### config.mk
export PLATFORM = sky130hd
export DESIGN_NAME = awg_top
export DESIGN_NICKNAME = d
export VERILOG_FILES = /design/src/rtl/awg_pkg.sv /design/src/rtl/awg_loader.sv /design/src/rtl/awg_sample_buffer.sv /design/src/rtl/awg_playback.sv /design/src/rtl/awg_top.sv
export SDC_FILE = /design/constraint.sdc
export NUM_CORES = 1
export LEC_CHECK = 0
export BUFFER_PORTS_ARGS = -buffer_cell sky130_fd_sc_hd__buf_4
export CORE_MARGIN = 1.5
export CORE_UTILIZATION = 45
export DETAILED_ROUTE_END_ITERATION = 8
export PLACE_DENSITY_LB_ADDON = 0.05
export SLEW_MARGIN = 20
export SYNTH_ARGS = -nofsm -noshare
export SYNTH_HDL_FRONTEND = slang
export SYNTH_HIERARCHICAL = 1
export SYNTH_SLANG_ARGS = --single-unit
### constraint.sdc
create_clock -name dac_clk -period 9 [get_ports dac_clk]
set_input_delay 0.9 -clock dac_clk [delete_from_list [all_inputs] [get_ports dac_clk]]
set_output_delay 0.9 -clock dac_clk [all_outputs]
set_load 0.02 [all_outputs]
### src/rtl/awg_pkg.sv
// awg shared definitions
// sizes of the sample memories, the trigger mode encoding and the
// structs that carry the write port, channel config and transfer status

package awg_pkg;

  // channel and memory geometry
  localparam int channels = 2;
  localparam int chan_width = $clog2(channels);
  localparam int depth = 16;
  localparam int addr_width = 4;
  // one extra bit so a full-depth frame length of 16 fits
  localparam int depth_width = addr_width + 1;

  // sample word layout
  localparam int parallel_samples = 2;
  localparam int sample_width = 16;
  localparam int word_width = parallel_samples * sample_width;

  // frames per burst
  localparam int burst_width = 8;

  // read address to output register, both memory stages included
  localparam int read_latency = 3;

  typedef logic [word_width-1:0] sample_word_t;

  // per-channel trigger generation
  typedef enum logic [1:0] {
    trig_off         = 2'd0,
    trig_first_frame = 2'd1,
    trig_every_frame = 2'd2
  } trigger_mode_t;

  // stored as length minus one and frame count minus one
  typedef struct packed {
    logic [addr_width-1:0]  last_addr;
    trigger_mode_t          trig_mode;
    logic [burst_width-1:0] last_frame;
  } channel_cfg_t;

  typedef struct packed {
    logic                  en;
    logic [chan_width-1:0] chan;
    logic [addr_width-1:0] addr;
    sample_word_t          data;
  } write_port_t;

  typedef struct packed {
    logic early_last;
    logic missing_last;
  } transfer_status_t;

endpackage

### src/rtl/awg_loader.sv
// awg loader
// holds the channel configuration, runs the idle / accepting / blocking
// load FSM, steps the write pointer through addresses and channels and
// checks where the last flag of the waveform stream lands

`timescale 1ns/1ps

module awg_loader import awg_pkg::*; (
  input  logic                                   dac_clk,
  input  logic                                   dma_reset,
  input  logic                                   depth_valid,
  input  logic [channels-1:0][depth_width-1:0]   depth_lengths,
  input  logic                                   trig_valid,
  input  trigger_mode_t [channels-1:0]           trig_modes,
  input  logic                                   burst_valid,
  input  logic [channels-1:0][burst_width-1:0]   burst_lengths,
  input  logic                                   stop,
  input  logic                                   play_done,
  input  logic                                   in_valid,
  input  logic                                   in_last,
  input  sample_word_t                           in_data,
  output logic                                   cfg_ready,
  output logic                                   in_ready,
  output write_port_t                            wr,
  output channel_cfg_t [channels-1:0]            cfg,
  output transfer_status_t                       status,
  output logic                                   status_valid,
  input  logic                                   status_ack
);

  typedef enum logic [1:0] {ld_idle, ld_accepting, ld_blocking} load_state_t;

  load_state_t           state;
  logic                  accept;
  logic                  depth_ok;
  logic                  at_chan_end;
  logic                  at_final;
  // next free slot of the incoming stream
  logic [addr_width-1:0] ptr_addr;
  logic [chan_width-1:0] ptr_chan;
  logic [channels-1:0]   chan_full;
  // accepted word, one cycle behind
  logic                  acc_q;
  logic                  last_q;
  logic                  final_q;

  assign cfg_ready = (state == ld_idle);
  assign in_ready  = (state == ld_accepting);
  assign accept    = in_valid & in_ready;
  assign depth_ok  = depth_valid & cfg_ready;

  assign at_chan_end = (ptr_addr == cfg[ptr_chan].last_addr);
  assign at_final    = at_chan_end & (ptr_chan == chan_width'(channels - 1));

  ////////////////////////////////////////////////////////////////////////////
  // load FSM
  ////////////////////////////////////////////////////////////////////////////

  always_ff @(posedge dac_clk) begin
    if (dma_reset) begin
      state <= ld_idle;
    end else begin
      case (state)
        ld_idle: begin
          if (depth_valid) begin
            state <= ld_accepting;
          end
        end
        ld_accepting: begin
          // a last flag or a full final frame closes the transfer
          if (accept && (in_last || at_final)) begin
            state <= ld_blocking;
          end
        end
        default: begin
          if (stop || play_done) begin
            state <= ld_idle;
          end
        end
      endcase
    end
  end

  // config strobes only land while idle
  always_ff @(posedge dac_clk) begin
    if (dma_reset) begin
      cfg <= '0;
    end else begin
      for (int ch = 0; ch < channels; ch++) begin
        if (depth_ok) begin
          cfg[ch].last_addr <= addr_width'(depth_lengths[ch] - 1'b1);
        end
        if (trig_valid && cfg_ready) begin
          cfg[ch].trig_mode <= trig_modes[ch];
        end
        if (burst_valid && cfg_ready) begin
          cfg[ch].last_frame <= burst_lengths[ch] - 1'b1;
        end
      end
    end
  end

  ////////////////////////////////////////////////////////////////////////////
  // write pointer and registered write port
  ////////////////////////////////////////////////////////////////////////////

  always_ff @(posedge dac_clk) begin
    wr.data <= in_data;
    wr.addr <= ptr_addr;
    wr.chan <= ptr_chan;
    last_q  <= in_last;
    final_q <= at_final;
    if (dma_reset) begin
      wr.en     <= 1'b0;
      acc_q     <= 1'b0;
      ptr_addr  <= '0;
      ptr_chan  <= '0;
      chan_full <= '0;
    end else begin
      acc_q <= accept;
      // nothing more goes into a channel whose frame is full
      wr.en <= accept & ~chan_full[ptr_chan];
      if (state == ld_idle) begin
        ptr_addr  <= '0;
        ptr_chan  <= '0;
        chan_full <= '0;
      end else if (accept) begin
        if (at_chan_end) begin
          ptr_addr            <= '0;
          chan_full[ptr_chan] <= 1'b1;
          if (ptr_chan == chan_width'(channels - 1)) begin
            ptr_chan <= '0;
          end else begin
            ptr_chan <= ptr_chan + 1'b1;
          end
        end else begin
          ptr_addr <= ptr_addr + 1'b1;
        end
      end
    end
  end

  // transfer status, judged on the word just written
  always_ff @(posedge dac_clk) begin
    if (dma_reset) begin
      status       <= '0;
      status_valid <= 1'b0;
    end else if (depth_ok) begin
      // new transfer starts with a clean status
      status       <= '0;
      status_valid <= 1'b0;
    end else begin
      if (status_ack) begin
        status_valid <= 1'b0;
      end
      if (acc_q) begin
        if (final_q) begin
          status_valid <= 1'b1;
          if (!last_q) begin
            status.missing_last <= 1'b1;
          end else begin
            status <= '0;
          end
        end else if (last_q) begin
          // last came before the final address
          status.early_last <= 1'b1;
          status_valid      <= 1'b1;
        end
      end
    end
  end

endmodule

### src/rtl/awg_sample_buffer.sv
// awg sample buffer
// one sample memory per channel, written through the loader write port
// and read on all channels at once through two register stages, then an
// output register that forces masked channels to zero

`timescale 1ns/1ps

module awg_sample_buffer import awg_pkg::*; (
  input  logic                                  dac_clk,
  input  write_port_t                           wr,
  input  logic [channels-1:0][addr_width-1:0]   read_addr,
  input  logic [channels-1:0]                   zero_mask,
  output sample_word_t [channels-1:0]           dac_data
);

  // last memory stage of each channel
  sample_word_t [channels-1:0] rd_tail;

  for (genvar ch = 0; ch < channels; ch++) begin : gen_chan
    sample_word_t mem [depth];
    // stage 0 is the memory read register
    sample_word_t stage_q [read_latency-1];

    always_ff @(posedge dac_clk) begin
      if (wr.en && (wr.chan == chan_width'(ch))) begin
        mem[wr.addr] <= wr.data;
      end
    end

    always_ff @(posedge dac_clk) begin
      stage_q[0] <= mem[read_addr[ch]];
      for (int s = 1; s < read_latency - 1; s++) begin
        stage_q[s] <= stage_q[s-1];
      end
    end

    assign rd_tail[ch] = stage_q[read_latency-2];
  end

  // zero the channels that are done or idle
  always_ff @(posedge dac_clk) begin
    for (int ch = 0; ch < channels; ch++) begin
      if (zero_mask[ch]) begin
        dac_data[ch] <= '0;
      end else begin
        dac_data[ch] <= rd_tail[ch];
      end
    end
  end

endmodule

### src/rtl/awg_playback.sv
// awg playback
// idle / active FSM that walks each channel's read address over its
// frame, counts frames of the burst, flags finished channels and makes
// the trigger pulses, delayed to line up with the buffer output

`timescale 1ns/1ps

module awg_playback import awg_pkg::*; (
  input  logic                                  dac_clk,
  input  logic                                  dma_reset,
  input  logic                                  start,
  input  logic                                  stop,
  input  channel_cfg_t [channels-1:0]           cfg,
  output logic [channels-1:0][addr_width-1:0]   read_addr,
  output logic [channels-1:0]                   zero_mask,
  output logic [channels-1:0]                   dac_trigger,
  output logic                                  dac_valid,
  output logic                                  play_done
);

  typedef enum logic {pb_idle, pb_active} play_state_t;

  play_state_t                           state;
  logic [channels-1:0][burst_width-1:0]  frame_q;
  logic [channels-1:0]                   done_q;
  logic [channels-1:0]                   live;
  logic [channels-1:0]                   at_last;
  logic [channels-1:0]                   trig_now;
  // mask needs one stage less, the buffer output register adds the last
  logic [read_latency-2:0][channels-1:0] mask_pipe;
  logic [read_latency-1:0][channels-1:0] trig_pipe;
  logic [read_latency-1:0]               valid_pipe;

  assign zero_mask   = mask_pipe[read_latency-2];
  assign dac_trigger = trig_pipe[read_latency-1];
  assign dac_valid   = valid_pipe[read_latency-1];

  // per-channel address decode and trigger request
  always_comb begin
    for (int ch = 0; ch < channels; ch++) begin
      live[ch]     = (state == pb_active) & ~done_q[ch];
      at_last[ch]  = (read_addr[ch] == cfg[ch].last_addr);
      trig_now[ch] = 1'b0;
      if (live[ch] && (read_addr[ch] == '0)) begin
        case (cfg[ch].trig_mode)
          trig_every_frame: trig_now[ch] = 1'b1;
          trig_first_frame: trig_now[ch] = (frame_q[ch] == '0);
          default:          trig_now[ch] = 1'b0;
        endcase
      end
    end
  end

  ////////////////////////////////////////////////////////////////////////////
  // playback FSM
  ////////////////////////////////////////////////////////////////////////////

  always_ff @(posedge dac_clk) begin
    if (dma_reset) begin
      state     <= pb_idle;
      play_done <= 1'b0;
    end else begin
      play_done <= 1'b0;
      case (state)
        pb_idle: begin
          if (start) begin
            state <= pb_active;
          end
        end
        default: begin
          if (stop) begin
            state <= pb_idle;
          end else if (&done_q) begin
            // every channel finished its burst
            state     <= pb_idle;
            play_done <= 1'b1;
          end
        end
      endcase
    end
  end

  // read addresses, frame counters and done flags
  always_ff @(posedge dac_clk) begin
    if (dma_reset || (state == pb_idle)) begin
      read_addr <= '0;
      frame_q   <= '0;
      done_q    <= '0;
    end else begin
      for (int ch = 0; ch < channels; ch++) begin
        if (!done_q[ch]) begin
          if (at_last[ch]) begin
            read_addr[ch] <= '0;
            if (frame_q[ch] == cfg[ch].last_frame) begin
              done_q[ch] <= 1'b1;
            end else begin
              frame_q[ch] <= frame_q[ch] + 1'b1;
            end
          end else begin
            read_addr[ch] <= read_addr[ch] + 1'b1;
          end
        end
      end
    end
  end

  // align mask and trigger with the memory read path
  always_ff @(posedge dac_clk) begin
    if (dma_reset) begin
      mask_pipe  <= '1;
      trig_pipe  <= '0;
      valid_pipe <= '0;
    end else begin
      mask_pipe  <= {mask_pipe[read_latency-3:0], ~live};
      trig_pipe  <= {trig_pipe[read_latency-2:0], trig_now};
      valid_pipe <= {valid_pipe[read_latency-2:0], 1'b1};
    end
  end

endmodule

### src/rtl/awg_top.sv
// awg top level
// connects the loader, the sample buffer and the playback engine of the
// arbitrary waveform generator core

`timescale 1ns/1ps

module awg_top import awg_pkg::*; (
  input  logic                                  dac_clk,
  input  logic                                  dma_reset,
  input  logic                                  depth_valid,
  input  logic [channels-1:0][depth_width-1:0]  depth_lengths,
  input  logic                                  trig_valid,
  input  trigger_mode_t [channels-1:0]          trig_modes,
  input  logic                                  burst_valid,
  input  logic [channels-1:0][burst_width-1:0]  burst_lengths,
  input  logic                                  start,
  input  logic                                  stop,
  input  logic                                  in_valid,
  input  logic                                  in_last,
  input  sample_word_t                          in_data,
  input  logic                                  status_ack,
  output logic                                  cfg_ready,
  output logic                                  in_ready,
  output transfer_status_t                      status,
  output logic                                  status_valid,
  output sample_word_t [channels-1:0]           dac_data,
  output logic                                  dac_valid,
  output logic [channels-1:0]                   dac_trigger
);

  write_port_t                         wr;
  channel_cfg_t [channels-1:0]         cfg;
  logic [channels-1:0][addr_width-1:0] read_addr;
  logic [channels-1:0]                 zero_mask;
  logic                                play_done;
  logic                                play_start;

  // no playback while the memories are being filled
  assign play_start = start & ~in_ready;

  awg_loader loader_i (
    .dac_clk       (dac_clk),
    .dma_reset     (dma_reset),
    .depth_valid   (depth_valid),
    .depth_lengths (depth_lengths),
    .trig_valid    (trig_valid),
    .trig_modes    (trig_modes),
    .burst_valid   (burst_valid),
    .burst_lengths (burst_lengths),
    .stop          (stop),
    .play_done     (play_done),
    .in_valid      (in_valid),
    .in_last       (in_last),
    .in_data       (in_data),
    .cfg_ready     (cfg_ready),
    .in_ready      (in_ready),
    .wr            (wr),
    .cfg           (cfg),
    .status        (status),
    .status_valid  (status_valid),
    .status_ack    (status_ack)
  );

  awg_sample_buffer buffer_i (
    .dac_clk   (dac_clk),
    .wr        (wr),
    .read_addr (read_addr),
    .zero_mask (zero_mask),
    .dac_data  (dac_data)
  );

  awg_playback playback_i (
    .dac_clk     (dac_clk),
    .dma_reset   (dma_reset),
    .start       (play_start),
    .stop        (stop),
    .cfg         (cfg),
    .read_addr   (read_addr),
    .zero_mask   (zero_mask),
    .dac_trigger (dac_trigger),
    .dac_valid   (dac_valid),
    .play_done   (play_done)
  );

endmodule

==> metrics.yaml, run 1 <==
place_ws_ps: 5560
min_period_ps: 3259
top_usage_layer: "met2"
async_flop_share_pct: 0
first_global_vias: 23870
ys_types: 56
final_util_pct: 52.42
cts_setup_buffers: 0
yosysSeqAreaShare_pct: 77.78
synth_top_area_cell: "edfxtp_1"
synth_edf_count: 1024
grt_pass1_wl_mm: 156.0
path_class: "reg -> reg"
core_area_sq_um: 105100
first_iter_violations: 2083
syn_to_final_growth_pct: 15.73
final_hold_viol_count: 0
synthTopCellsByArea: "edfxtp_1, dfxtp_1, mux4_2, a22oi_1, nor2b_1"
clock_latency_ps: 740
grt_overflow: 0
nets: 2680
cts-root-buf: "clkbuf_16"
synthMostInstantiatedCell: "edfxtp_1"
hold_buffers: 0
skew_ps: 26.44
total_power_mw: 12.86
tritoncts: "built"
max_cap_violations: 0
ctsResizeCount: 0
h-tree-depth: 4
die-height_um: 328.3
initial_utilization_pct: 45.30
synth.avg_cell_area_sq_um: 20.02
first_pass_iters: 5
grt_usage_pct: 20.07
drc: 0
crit_required_ps: 9610
r2r_slack_ps: 5740
routed_wl_mm: 106.3
drive_gt1_share_pct: 27.79
antenna_found_initial: 2
path_clk_slew_ps: 60
rsz0062_at_grt: "false"
vias: 22593
yosysWarnings: 6
max_freq_ghz: 0.3068
worst_setup_path_end_kind: "flip-flop"
status: "completed"
portBuffers: 141
gp_congestion: 0.7573
clk_path_buf_depth: 3
wl_per_cell_um: 25.95
grt_start_max_net_pins: 60
n_antenna_cell: 0
gr-usage-met1_pct: 28.28
finalSetupViolations: 0
synth_top_flop_cell: "edfxtp_1"
power_density_nw_per_um2: 233.3
syn_inst: 2379
fin_crit_sh_pct: 36.21
worst_hold_path_type: "in -> reg"
syn-num-nets: 2468
synth_area_sq_um: 47620
worst_slew_pin_slew_ps: 1108
r2r_start: "playback_i/read_addr[0]$_SDFFE_PP0N_"
cts_buffers: 139
peakVddDrop_v: 0.0001548
hpwl_mm: 52.74
reg2reg_depth: 5
grt_use_met3_pct: 3.600
cts_sinks: 1338
tns_ps: 0
synth_top_area_share_pct: 64.58
ios: 144
fill_cells: 8361
synth_commonest_cells: "edfxtp_1, dfxtp_1, mux4_2"
ys_seq_elements: 1338
grt_util_met2_pct: 32.51
core.rowCount: 119
r2r_end: "buffer_i/gen_chan[0].stage_q[0][24]$_DFF_P_"
whs_ps: 265.9
crit_start: "playback_i/read_addr[0]$_SDFFE_PP0N_"
start_kind: "flip-flop"
setup_ws_ps: 5741
antenna_left: 0
slew_headroom_pct: 26.00
die_w_um: 328.3
leakage_nw: 17.86
critPathMaxFanout: 42
final_max_slew_viol_count: 0
die-area_sq_um: 107800
cp-endpoint: "buffer_i/gen_chan[0].stage_q[0][24]$_DFF_P_"
crit_arrival_ps: 3870
via_per_inst: 5.515
[final cells by class]
type	instances	area (sq um)	area share [%]
Tap cell	1391	1740	3.158
Sequential cell	1338	37080	67.29
Clock inverter	53	459.2	0.8333
Clock buffer	203	4135	7.504
Timing Repair Buffer	193	1449	2.629
Multi-Input combinational cell	892	10140	18.40
Inverter	27	101.3	0.1839
[kinds of logic after synthesis]
family | synth area share, %
compound gates | 3.174
buf+inv | 1.490
simple gates | 3.781
flops | 77.78
fa+ha+maj | 0.4467
xor+xnor | 1.012
mux | 12.32
[power by group]
group          internal, mW  leakage, nW  switching (mW)
clock network          3.37         2.27            2.32
registers              6.71         11.8           0.112
logic                 0.177         3.79           0.175
total                  10.3         17.9            2.61
[registers in the layout, indices dropped and copies added (netlist names), 3 cells and up]
name / cells
buffer_i/dac_data: 64
buffer_i/gen_chan.mem: 1024
buffer_i/gen_chan.stage_q: 128
loader_i/cfg: 28
loader_i/ptr_addr: 4
loader_i/wr: 38
playback_i/frame_q: 16
playback_i/read_addr: 8
playback_i/trig_pipe: 4
playback_i/valid_pipe: 3
[critical path: stages, from the launching register on]
cell	delay, ps
dfxtp_4	770
buf_4	830
buf_4	580
mux4_2	560
a22oi_1	280
nand2_1	80
[per-stage QoR]
| stage | area [sq um] | std cells |
|---|---|---|
| final | 55110 | 4097 |
| after CTS | 55070 | 4097 |
| after floorplan | 47620 | 2379 |
| after global routing | 55110 | 4097 |
| after global placement | 50480 | 3841 |
| after detailed placement | 50480 | 3841 |
[worst min-delay path by stage]
stage / to / from / cells past startpoint
final: loader_i/wr[2]$_DFF_P_ / in_data[2] / 1
after detailed placement: buffer_i/gen_chan[0].stage_q[1][11]$_DFF_P_ / buffer_i/gen_chan[0].stage_q[0][11]$_DFF_P_ / 0
after global routing: loader_i/wr[2]$_DFF_P_ / in_data[2] / 1
after global placement: buffer_i/gen_chan[0].stage_q[1][9]$_DFF_P_ / buffer_i/gen_chan[0].stage_q[0][9]$_DFF_P_ / 0
after CTS: loader_i/wr[22]$_DFF_P_ / in_data[22] / 1
after floorplan: buffer_i/gen_chan[0].stage_q[1][0]$_DFF_P_ / buffer_i/gen_chan[0].stage_q[0][0]$_DFF_P_ / 0
[layer usage]
layer / vias to the layer above / part of all wire [%]
met5: - / 0.016
met2: 561 / 49
met3: 132 / 4.9
met4: 2 / 1.7
met1: 11994 / 45
li1: 9904 / -
[placed cells by master (no fill, tap or decap), types with 27 or more instances in the layout]
cell type,instances
nand2_1,93
nor2_1,64
edfxtp_1,1024
xor2_1,29
clkbuf_16,148
nor2b_1,74
buf_4,193
mux4_2,256
dfxtp_2,27
a22oi_1,129
dfxtp_1,283
clkbuf_1,31
Power figures use the tool's default switching activity.
==> run 2: changes to the inputs <==
Clock period 9 ns to 3.2 ns, I/O delays scaled along.
==> metrics.yaml, run 2 (synthesized netlist as in run 1, its figures left out) <==
largest_reg_flops: 1024
clk_path_buf_depth: 3
final_util_pct: 53.51
syn_to_final_growth_pct: 18.14
finalSetupViolations: 0
first_global_vias: 24295
grt_pass1_wl_mm: 155.3
path_clk_slew_ps: 60
die_w_um: 328.3
fin_crit_sh_pct: 81.39
h-tree-depth: 4
die-area_sq_um: 107800
hpwl_mm: 56.06
cts-root-buf: "clkbuf_16"
cts_buffers: 140
crit_path_max_incr_delay_ps: 610
vias: 22796
rsz0062_at_grt: "false"
final_hold_viol_count: 0
status: "completed"
start_kind: "flip-flop"
core_area_sq_um: 105100
ctsResizeCount: 0
antenna_found_initial: 0
max_freq_ghz: 0.3839
worst_hold_path_type: "in -> reg"
nets: 2768
largest_register: "buffer_i/gen_chan.mem"
antenna_left: 0
ios: 144
peakVddDrop_v: 0.0003970
first_pass_iters: 5
skew_ps: 21.75
seq_area_sq_um: 37090
drc: 0
reg_top3: "buffer_i/gen_chan.mem: 1024 flops, buffer_i/gen_chan.stage_q: 128 flops, buffer_i/dac_data: 64 flops"
via_per_inst: 5.444
grt_usage_pct: 19.77
routed_wl_mm: 104.2
leakage_nw: 18.32
clock_latency_ps: 730
drive_gt1_share_pct: 27.93
slowest_stage: "dfxtp_1"
power_density_nw_per_um2: 646.0
path_buf_inv: 1
hold_buffers: 74
grt_overflow: 0
core.rowCount: 119
tns_ps: 0
max_cap_violations: 0
grt_start_max_net_pins: 92
final_max_slew_viol_count: 0
crit_chain: "nand2b_1 > nand2b_1 > nor2_4 > buf_4"
worst_slew_pin_slew_ps: 1107
critPathMaxFanout: 14
portBuffers: 141
final_cell_mix: "edfxtp_1, dfxtp_1, mux4_2, buf_4, clkbuf_16"
fill_cells: 8300
tritoncts: "built"
initial_utilization_pct: 45.30
cpLargestDelayFamily: "simple AND/OR/NAND/NOR gates"
slew_headroom_pct: 26.10
crit_arrival_ps: 3010
multi_input_area_sq_um: 10160
crit_path_frequent_cell: "nand2b_1"
first_iter_violations: 1881
worst_setup_path_end_kind: "flip-flop"
crit_required_ps: 3610
wl_per_cell_um: 24.88
cts_setup_buffers: 0
gp_congestion: 0.7731
cts_sinks: 1338
path_class: "reg -> reg"
final_common_cell: "edfxtp_1"
die-height_um: 328.3
min_period_ps: 2605
-- run 2: cell types whose count changed in the layout (fill, tap and decap cells not counted), moves of 4 or more --
cell and delta:
buf_12 +20, buf_4 -7, clkbuf_1 -16, clkbuf_8 -11
clkinv_2 +18, clkinvlp_4 +4, dlygate4sd3_1 +74
-- run 2: worst min-delay path, delay by kind of cell --
family / cells / cell delay, ps
compound gates: 2 / 170
simple gates: 2 / 140
buf+inv: 1 / 130
-- run 2: metal layers --
| metal | global-route usage [%] | up-vias | wire [um] |
|---|---|---|---|
| met5 | 0 | - | 0 |
| met2 | 32.68 | 545 | 51690 |
| met1 | 27.19 | 12028 | 45740 |
| met3 | 3.425 | 128 | 4811 |
| li1 | - | 10095 | - |
| met4 | 5.400 | 0 | 1926 |
-- run 2: cell type report --
class                   count  share of cell area, %
diodes                      3                0.01335
clock buffers             178                  7.095
clock inverters            78                  1.123
inverters                  27                 0.1802
multi-input cells         892                  18.06
flip-flops and latches   1338                  65.93
well taps                1391                  3.094
repair buffers            280                  4.511
-- run 2: final timing paths --
kind                                                      end                                         from  cells after the start  slack [ps]
setup / recovery     buffer_i/gen_chan[0].mem[5][4]$_DFFE_PP_                      loader_i/wr[34]$_DFF_P_                      4         600
setup reg to reg     buffer_i/gen_chan[0].mem[5][4]$_DFFE_PP_                      loader_i/wr[34]$_DFF_P_                      4         600
hold reg to reg   buffer_i/gen_chan[0].stage_q[1][26]$_DFF_P_  buffer_i/gen_chan[0].stage_q[0][26]$_DFF_P_                      0         330
hold / removal                 loader_i/state[0]$_SDFFE_PP0P_                                     in_valid                      5          70
-- run 2: through the flow --
stage	instance area (sq um)	hold WS, ps	cells	setup WS, ps	total power, mW
2_1_floorplan	47630	309.6	2379	-266.8	20.17
3_3_place_gp	50850	311.7	3854	647.3	20.57
3_5_place_dp	50850	312.1	3854	631.0	20.61
4_1_cts	56210	9.719	4184	583.5	36.76
5_1_grt	56250	42.69	4184	427.2	37.54
6_report	56250	67.46	4187	595.4	36.34
-- run 2: report_power, final --
part	switching (mW)	total (mW)	internal, mW
Sequential	0.291	19.2	18.9
Clock	6.57	16.1	9.49
Combinational	0.547	1.13	0.581
